## src/logic/cpuPkg.sv

```systemverilog
// Execute slice package with data widths, special register indices and the opcode set
package cpuPkg;

  // Data path and register file geometry
  localparam int dataWidth   = 16;
  localparam int regIdxWidth = 4;
  localparam int numRegs     = 16;

  // Special registers at the top of the file
  localparam logic [regIdxWidth-1:0] dsReg = 4'd14; // Data segment
  localparam logic [regIdxWidth-1:0] spReg = 4'd15; // Stack pointer

  // Stack grows down from the top of memory
  localparam logic [dataWidth-1:0] spResetValue = '1;

  // Operation codes, the top nibble of the instruction
  typedef enum logic [3:0] {
    OP_NOP   = 4'd0,
    OP_ADD   = 4'd1,
    OP_SUB   = 4'd2,
    OP_AND   = 4'd3,
    OP_OR    = 4'd4,
    OP_XOR   = 4'd5,
    OP_SHL   = 4'd6,
    OP_SHR   = 4'd7,
    OP_MOV   = 4'd8,
    OP_LDI   = 4'd9,
    OP_DSADD = 4'd10,
    OP_CALL  = 4'd11
  } opcodeT;

  // Instruction layout:
  //   [15:12] opcode
  //   [11:8]  rd
  //   [7:4]   rs1
  //   [3:0]   rs2
  //   [7:0]   immediate, shared with rs1 and rs2

endpackage
```

## src/logic/execCore.sv

```systemverilog
// Execute slice top level joining decoder, register file, ALU and write-back
`timescale 1ns/10ps

module execCore import cpuPkg::*; (
  input  logic                   clk,
  input  logic                   rst,
  input  logic                   instrValid,
  input  logic [15:0]            instr,
  output logic                   resultValid,
  output logic [regIdxWidth-1:0] resultReg,
  output logic [dataWidth-1:0]   resultData,
  output logic                   zeroFlag,
  output logic                   negFlag
);

  // Decoder outputs
  logic                   decValid;
  opcodeT                 aluOp;
  logic [7:0]             imm;
  logic [regIdxWidth-1:0] readReg1;
  logic [regIdxWidth-1:0] readReg2;
  logic                   dataReg;
  logic                   call;
  logic                   decWrite;
  logic [regIdxWidth-1:0] decDest;

  // Register file and ALU buses
  logic [dataWidth-1:0]   readBus1;
  logic [dataWidth-1:0]   readBus2;
  logic [dataWidth-1:0]   aluResult;
  logic                   aluZero;
  logic                   aluNeg;

  // Write port
  logic                   regWrite;
  logic [regIdxWidth-1:0] writeReg;
  logic [dataWidth-1:0]   writeBus;

  instrDecode uDecode (
    .clk(clk), .rst(rst), .instrValid(instrValid), .instr(instr),
    .decValid(decValid), .aluOp(aluOp), .imm(imm),
    .readReg1(readReg1), .readReg2(readReg2), .dataReg(dataReg), .call(call),
    .decWrite(decWrite), .decDest(decDest)
  );

  regFile uRegs (
    .clk(clk), .rst(rst), .dataReg(dataReg), .call(call),
    .readReg1(readReg1), .readReg2(readReg2),
    .regWrite(regWrite), .writeReg(writeReg), .writeBus(writeBus),
    .readBus1(readBus1), .readBus2(readBus2)
  );

  aluUnit uAlu (
    .aluOp(aluOp), .imm(imm), .readBus1(readBus1), .readBus2(readBus2),
    .aluResult(aluResult), .aluZero(aluZero), .aluNeg(aluNeg)
  );

  writeBack uWb (
    .clk(clk), .rst(rst), .decValid(decValid), .decWrite(decWrite), .decDest(decDest),
    .aluResult(aluResult), .aluZero(aluZero), .aluNeg(aluNeg),
    .regWrite(regWrite), .writeReg(writeReg), .writeBus(writeBus),
    .resultValid(resultValid), .resultReg(resultReg), .resultData(resultData),
    .zeroFlag(zeroFlag), .negFlag(negFlag)
  );

endmodule

```

## src/logic/writeBack.sv

```systemverilog
// Write-back stage that drives the register write and holds the result ports and flags
`timescale 1ns/10ps

module writeBack import cpuPkg::*; (
  input  logic                   clk,
  input  logic                   rst,
  input  logic                   decValid,
  input  logic                   decWrite,
  input  logic [regIdxWidth-1:0] decDest,
  input  logic [dataWidth-1:0]   aluResult,
  input  logic                   aluZero,
  input  logic                   aluNeg,
  output logic                   regWrite,
  output logic [regIdxWidth-1:0] writeReg,
  output logic [dataWidth-1:0]   writeBus,
  output logic                   resultValid,
  output logic [regIdxWidth-1:0] resultReg,
  output logic [dataWidth-1:0]   resultData,
  output logic                   zeroFlag,
  output logic                   negFlag
);

  // Register file write happens on the same edge as the result capture
  assign regWrite = decValid & decWrite;
  assign writeReg = decDest;
  assign writeBus = aluResult;

  always_ff @(posedge clk) begin
    if (rst) begin
      resultValid <= 1'b0;
      resultReg   <= '0;
      resultData  <= '0;
      zeroFlag    <= 1'b0;
      negFlag     <= 1'b0;
    end else begin
      resultValid <= regWrite; // One-cycle pulse
      if (regWrite) begin
        resultReg  <= decDest;
        resultData <= aluResult;
        zeroFlag   <= aluZero;
        negFlag    <= aluNeg;
      end
    end
  end

endmodule

```

## src/logic/aluUnit.sv

```systemverilog
// Combinational ALU for the execute slice with zero and negative result flags
`timescale 1ns/10ps

module aluUnit import cpuPkg::*; (
  input  opcodeT               aluOp,
  input  logic [7:0]           imm,
  input  logic [dataWidth-1:0] readBus1,
  input  logic [dataWidth-1:0] readBus2,
  output logic [dataWidth-1:0] aluResult,
  output logic                 aluZero,
  output logic                 aluNeg
);

  logic [3:0] shiftAmt;

  assign shiftAmt = readBus2[3:0]; // Only the low nibble counts

  always_comb begin
    case (aluOp)
      OP_ADD:   aluResult = readBus1 + readBus2; // Wraps at 16 bits
      OP_SUB:   aluResult = readBus1 - readBus2;
      OP_AND:   aluResult = readBus1 & readBus2;
      OP_OR:    aluResult = readBus1 | readBus2;
      OP_XOR:   aluResult = readBus1 ^ readBus2;
      OP_SHL:   aluResult = readBus1 << shiftAmt;
      OP_SHR:   aluResult = readBus1 >> shiftAmt; // Logical, zero fill
      OP_MOV:   aluResult = readBus1;
      OP_LDI:   aluResult = {{(dataWidth-8){1'b0}}, imm};
      // Port 1 already carries the data segment here
      OP_DSADD: aluResult = readBus1 + readBus2;
      // Port 1 carries the stack pointer
      OP_CALL:  aluResult = readBus1 - 1'b1;
      default:  aluResult = '0;
    endcase
  end

  assign aluZero = (aluResult == '0);
  assign aluNeg  = aluResult[dataWidth-1]; // Sign bit

endmodule

```

## src/logic/regFile.sv

```systemverilog
// Sixteen-entry register file with two read ports, special-register steering and one write port
`timescale 1ns/10ps

module regFile import cpuPkg::*; (
  input  logic                   clk,
  input  logic                   rst,
  input  logic                   dataReg,   // Port 1 reads the data segment
  input  logic                   call,      // Port 1 reads the stack pointer
  input  logic [regIdxWidth-1:0] readReg1,
  input  logic [regIdxWidth-1:0] readReg2,
  input  logic                   regWrite,
  input  logic [regIdxWidth-1:0] writeReg,
  input  logic [dataWidth-1:0]   writeBus,
  output logic [dataWidth-1:0]   readBus1,
  output logic [dataWidth-1:0]   readBus2
);

  logic [dataWidth-1:0] regs [numRegs];

  // Registers 0 to 14 clear, the stack pointer starts at the top
  always_ff @(posedge clk) begin
    if (rst) begin
      for (int i = 0; i < numRegs; i++) begin
        if (i == int'(spReg)) begin
          regs[i] <= spResetValue;
        end else begin
          regs[i] <= '0;
        end
      end
    end else if (regWrite) begin
      regs[writeReg] <= writeBus;
    end
  end

  // Read port 1 with special-register override
  always_comb begin
    if (dataReg) begin
      readBus1 = regs[dsReg];
    end else if (call) begin
      readBus1 = regs[spReg];
    end else begin
      readBus1 = regs[readReg1];
    end
  end

  assign readBus2 = regs[readReg2]; // No steering on port 2

endmodule

```

## src/logic/instrDecode.sv

```systemverilog
// Instruction decoder that captures a strobed instruction and splits it into control fields
`timescale 1ns/10ps

module instrDecode import cpuPkg::*; (
  input  logic                   clk,
  input  logic                   rst,
  input  logic                   instrValid, // One-cycle strobe
  input  logic [15:0]            instr,
  output logic                   decValid,   // High for the cycle after the strobe
  output opcodeT                 aluOp,
  output logic [7:0]             imm,
  output logic [regIdxWidth-1:0] readReg1,
  output logic [regIdxWidth-1:0] readReg2,
  output logic                   dataReg,    // Steer port 1 to the data segment
  output logic                   call,       // Steer port 1 to the stack pointer
  output logic                   decWrite,
  output logic [regIdxWidth-1:0] decDest
);

  logic [15:0]            instrReg;
  logic [3:0]             opField;
  logic [regIdxWidth-1:0] rdField;

  // Instruction register, loaded only on the strobe
  always_ff @(posedge clk) begin
    if (rst) begin
      instrReg <= '0; // Decodes as NOP
      decValid <= 1'b0;
    end else begin
      decValid <= instrValid;
      if (instrValid) begin
        instrReg <= instr;
      end
    end
  end

  assign opField  = instrReg[15:12];
  assign rdField  = instrReg[11:8];
  assign readReg1 = instrReg[7:4];
  assign readReg2 = instrReg[3:0];
  assign imm      = instrReg[7:0];

  // Map the raw opcode field, unused codes fall back to NOP
  always_comb begin
    case (opField)
      4'd1:    aluOp = OP_ADD;
      4'd2:    aluOp = OP_SUB;
      4'd3:    aluOp = OP_AND;
      4'd4:    aluOp = OP_OR;
      4'd5:    aluOp = OP_XOR;
      4'd6:    aluOp = OP_SHL;
      4'd7:    aluOp = OP_SHR;
      4'd8:    aluOp = OP_MOV;
      4'd9:    aluOp = OP_LDI;
      4'd10:   aluOp = OP_DSADD;
      4'd11:   aluOp = OP_CALL;
      default: aluOp = OP_NOP;
    endcase
  end

  assign dataReg  = (aluOp == OP_DSADD);
  assign call     = (aluOp == OP_CALL);
  assign decWrite = (aluOp != OP_NOP); // Everything but NOP writes back

  // CALL always lands in the stack pointer
  assign decDest = call ? spReg : rdField;

endmodule

```

## config.mk

```make
export PLATFORM = sky130hd
export DESIGN_NAME = execCore
export DESIGN_NICKNAME = d
export VERILOG_FILES = /design/src/logic/cpuPkg.sv /design/src/logic/execCore.sv /design/src/logic/writeBack.sv /design/src/logic/aluUnit.sv /design/src/logic/regFile.sv /design/src/logic/instrDecode.sv
export SDC_FILE = /design/constraint.sdc
export NUM_CORES = 1
export LEC_CHECK = 0
export BUFFER_PORTS_ARGS = -buffer_cell sky130_fd_sc_hd__buf_2
export CAP_MARGIN = 10
export CORE_ASPECT_RATIO = 0.5
export CORE_UTILIZATION = 25
export DETAILED_ROUTE_END_ITERATION = 8
export SETUP_SLACK_MARGIN = 0.5
export SYNTH_ARGS = -nofsm -noshare
export SYNTH_HDL_FRONTEND = slang
export SYNTH_HIERARCHICAL = 1
export SYNTH_SLANG_ARGS = --single-unit
```

## constraint.sdc

```tcl
create_clock -name clk -period 7.38 [get_ports clk]
set_input_delay 0.738 -clock clk [delete_from_list [all_inputs] [get_ports clk]]
set_output_delay 0.738 -clock clk [all_outputs]
set_load 0.005 [all_outputs]
```

### After elaboration in Yosys (flattened, before gate mapping)

Memory sizes are Yosys's and may differ from the RTL's. A register that Yosys moved wholly into a read port is not among the register bits.
Cells that the tools add are included.
Widths: inputs -> output; s select.

* add/subtract/negate cells: 3
* equality and inequality tests: 11
* shift operators: 2
* multiplexer cells: 18
* bitwise gates (word level): 4
* reduce and logical (&&, ||, !) cells: 4

Operator list (count)
* $pmux 16 s10: 1
* $mux 16: 3
* $mux 4: 8
* $add 16x16->16: 1
* $and 16x16->16: 1
* $eq 4x3->1 const B: 4
* $eq 4x4->1 const B: 4
* $logic_not 16->1: 1
* $or 16x16->16: 1
* $reduce_or 16->1: 1
* $shl 16x4->16: 1
* $shr 16x4->16: 1
* $sub 16x1->16 const B: 1
* $sub 16x16->16: 1
* $xor 16x16->16: 1
* $eq 4x2->1 const B: 2
* $mux 1: 6
* $eq 4x1->1 const B: 1
* $reduce_bool 4->1: 1
* $reduce_or 2->1: 1
* $and 1x1->1: 1

* register bits after elaboration: 40
* RAM bits: 256
* memory bits (read-only): 64
* output and inout port bits: 23
* memories kept: 2

Memories
* uRegs.regs: words 16, width 16, read ports 4, clocked after Yosys merged registers in 2, write ports 16, line regFile.sv:18 `logic [dataWidth-1:0] regs [numRegs];`
* (no name shown): words 16, width 4, read ports 1, clocked after Yosys merged registers in 1, write ports 0, line instrDecode.sv:45 `case (opField)`

### Longest topological paths before layout

* depth in word-level cells: 7
* depth in mapped cells: 28
* mapped depth without buffers: 20

### Hierarchy

Netlist, hierarchy kept.

Modules (own cells, without submodules)
* regFile: instances 1, cells each 901, area an instance 13985.9 µm²
* aluUnit: instances 1, cells each 547, area an instance 4045.1 µm²
* writeBack: instances 1, cells each 123, area an instance 1229.9 µm²
* instrDecode: instances 1, cells each 89, area an instance 905.9 µm²

### Worst setup path before layout

No wires, ideal clock.

* path kind: reg2reg
* from: register uDecode/instrReg[0] (netlist name)
* to: memory uRegs.regs[15][15] (data pin)
* setup time: 0.265 ns
* data arrival time: 5.701 ns
* required time: 7.115 ns
* setup slack: 1.414 ns
* cell stages (with the launch flop): 27
* clock period less this slack: 5.966 ns
* cells stage by stage: dfxtp_1 > buf_4 > buf_2 > buf_2 > mux4_2 > mux4_2 > buf_6 > buf_12 > buf_2 > buf_2 > inv_1 > ha_1 > nand2_1 > o31ai_1 > xnor2_1 > nand2_1 > ha_1 > a21oi_1 > o21ai_0 > a21bo_2 > a21oi_1 > a21oi_1 > xnor2_1 > o221ai_2 > buf_4 > buf_4 > or3_1

RTL lines (line)
* end, declared: regFile.sv:18

==> results_dict.tcl <==
set metrics [dict create \
    die_x_um 404 \
    ys_warn_count 6 \
    yosys.area_share.xor_xnor_pct 0.869 \
    critPathKind "flop to flop" \
    use_met2_pct 24.5 \
    first_pass_iters 7 \
    setup_viol 0 \
    min_path_type "input pin to flop" \
    num_rows 73 \
    ios 42 \
    synthAdderAreaFrac_pct 3.20 \
    use_met3_pct 2.16 \
    max_freq_mhz 154 \
    core-area_um2 79600 \
    cts_buffer_depth 3 \
    ff2ff_path_depth 17 \
    grt_pass1_vias 14100 \
    synth_top_family_by_area "multiplexers" \
    yosysMostFrequentCell "edfxtp_1" \
    worstSetupEndpointType "flop" \
    insertion_delay_ps 520 \
    power_density_nw_per_um2 218 \
    grt_usage_pct 15.3 \
    post_cts_buffers 0 \
    clockRootBuffer "clkbuf_16" \
    yosysUniqueCellTypes 90 \
    syn-mean-instance-area_um2 12.1 \
    initial_utilization_pct 25.3 \
    slew_headroom_pct 20.4 \
    num_vias 14400 \
    cp-start-kind "flop" \
    finalHoldViolCount 0 \
    cp.arrival_ps 6740 \
    grt_pass1_wl_um 94600 \
    synth_area_leader_cell "edfxtp_1" \
    max_slew.worst_pin.slew_ps 1180 \
    synth-async-reset-ratio_pct 0 \
    syn_nets 1730 \
    totalWireLength_um 63900 \
    first_iter_violations 1736 \
    synth_commonest_cells "edfxtp_1 (256), and2_1 (245), mux4_2 (121)" \
    synth-compound-area-share_pct 9.57 \
    place.gp.congestion 0.934 \
    grt_max_degree 67 \
    drc 0 \
    min_period_ps 6480 \
    ff2ff_setup_slack_ps 900 \
    reg2reg_from "uDecode/instrReg[0]$_SDFFE_PP0P_" \
    fin_skew_ps 20.1 \
    synth-simple-area-share_pct 16.9 \
    grt_overflow_total 0 \
    maxCapViolCount 0 \
    layout.nets 1698 \
    synthMuxAreaShare_pct 21.5 \
    port_buffers 41 \
    grt_use_met1_pct 21.1 \
    ys_seq_area_share_pct 42.5 \
    syn_to_final_growth_pct 11.0 \
    period_share_pct 87.8 \
    final_util_pct 28.1 \
    whs_endpoint "uDecode/instrReg[9]$_SDFFE_PP0P_" \
    cp_max_fo 43 \
    layout.cells.non_filler 2741 \
    r2r-end "uRegs/regs[15][15]$_SDFFCE_PN1P_" \
    dieArea_um2 81900 \
    numCtsBuffers 34 \
    min_from "instr[9]" \
    die_h_um 203 \
    synthTopCellsByArea "edfxtp_1 (38%), mux4_2 (14%), and2_1 (7.6%), dfxtp_1 (4.4%), mux2i_1 (3.3%)" \
    drive_gt1_share_pct 23.8 \
    place_hpwl_um 42200 \
    clkTransAtPathRegs_ps 60 \
    synth_edf_count 256 \
    cts_tree "built" \
    rsz0062_at_grt "no" \
    grt-busiest-layer "met2" \
    drtAntennaViolNets 0 \
    yosysTopAreaCellShare_pct 38.1 \
    antenna_found_initial 1 \
    synth_seq_cells 300 \
    cts_max_level 2 \
    cts_resized 0 \
    finalSetupTns_ps 0 \
    vias_per_cell 5.25 \
    synthFlopType "edfxtp_1" \
    cts_sinks 300 \
    power.leakage_nw 7.89 \
    worst_ir_drop_vdd_v 0.000157 \
    worstHoldPathCells 3 \
    holdBufCountCts 0 \
    outcome "finished clean" \
    drv_slew 0 \
    drt-wirelength-per-cell_um 23.3 \
    synthCells 1660 \
    post-place-cells 2679 \
    required_ps 7640 \
    syn_area_um2 20200 \
]
worst max path at each step:
stage                                       end                        startpoint  slack (ps)  cells after the start
6_report       uRegs/regs[15][15]$_SDFFCE_PN1P_  uDecode/instrReg[0]$_SDFFE_PP0P_         900                     17
5_1_grt               uWb/zeroFlag$_SDFFE_PP0P_  uDecode/instrReg[0]$_SDFFE_PP0P_         560                     19
4_1_cts        uRegs/regs[15][15]$_SDFFCE_PN1P_  uDecode/instrReg[0]$_SDFFE_PP0P_         970                     17
3_5_place_dp   uRegs/regs[15][15]$_SDFFCE_PN1P_  uDecode/instrReg[0]$_SDFFE_PP0P_        1000                     17
3_3_place_gp   uRegs/regs[15][15]$_SDFFCE_PN1P_  uDecode/instrReg[0]$_SDFFE_PP0P_        1060                     17
2_1_floorplan  uRegs/regs[15][15]$_SDFFCE_PN1P_  uDecode/instrReg[0]$_SDFFE_PP0P_        1410                     26
cells in the final DEF, fill, tap and decap left out, types with 17 or more instances in the layout:
cell and n:
a21bo_1 18, a21oi_1 28, a21oi_2 18, a221oi_1 17
and2_1 245, buf_2 41, buf_4 63, clkbuf_16 35
dfxtp_1 38, edfxtp_1 256, ha_1 50, inv_1 35
mux2_2 28, mux2i_1 66, mux4_1 21, mux4_2 121
nand2_1 80, nand2b_1 19, nand3_1 36, nor2_1 78
o21ai_0 31, or2_2 17, or3_1 18, xnor2_1 19
metrics by stage:
step	cell area, um2	total power, mW	hold WS [ps]	worst slack, ps
after floorplan	20200	2.86	451	1410
after global placement	21300	3.21	474	1060
after detailed placement	21300	3.21	483	996
after CTS	22400	4.89	456	970
after global routing	22400	5.06	473	560
final	22400	4.89	469	900
routing by layer:
metal  vias to the layer above  wire length, um
met5                         -                0
met4                         0             2060
met3                       109             5200
met2                       732            29200
met1                      7317            27500
li1                       6232                -
power breakdown:
part	switching, mW	total (mW)	internal (mW)
logic	0.774	1.24	0.469
clock network	0.681	1.68	0.994
registers	0.0731	1.97	1.89
kinds of logic after synthesis:
family          count (synthesis)
compound gates                245
xor+xnor                       20
fa+ha+maj                      51
buf+inv                       209
flops                         300
mux                           242
simple gates                  593
sequential cells by signal (all words and copies together) (netlist names):
| name | count |
|---|---|
| uDecode/instrReg | 16 |
| uRegs/regs | 256 |
| uWb/resultValid | 1 |
| uDecode/decValid | 1 |
| uWb/zeroFlag | 1 |
| uDecode/aluOp | 4 |
| uWb/resultReg | 4 |
| uWb/resultData | 16 |
| uWb/negFlag | 1 |
critical path: stages (launching register included):
cell	delay (ps)
dfxtp_4	970
buf_4	410
mux4_2	620
mux4_2	580
nor3_1	450
nand4_1	280
nand2_1	150
xnor2_1	120
nand2_1	70
ha_1	410
a21oi_1	320
o21ai_0	140
a21bo_2	220
a21oi_1	210
a21oi_1	120
xnor2_1	210
o221ai_2	400
or3_1	490
layout make-up:
class                   instances  area, um2
flip-flops and latches        300       8590
clock inverters                17        164
repair buffers                104        678
inverters                      37        139
clock buffers                  43        926
well taps                    1087       1360
multi-input cells            1151      10500
fillers                      8120      57300
diodes                          2       5.00
Note: power is estimated with default switching activity, not from simulation.
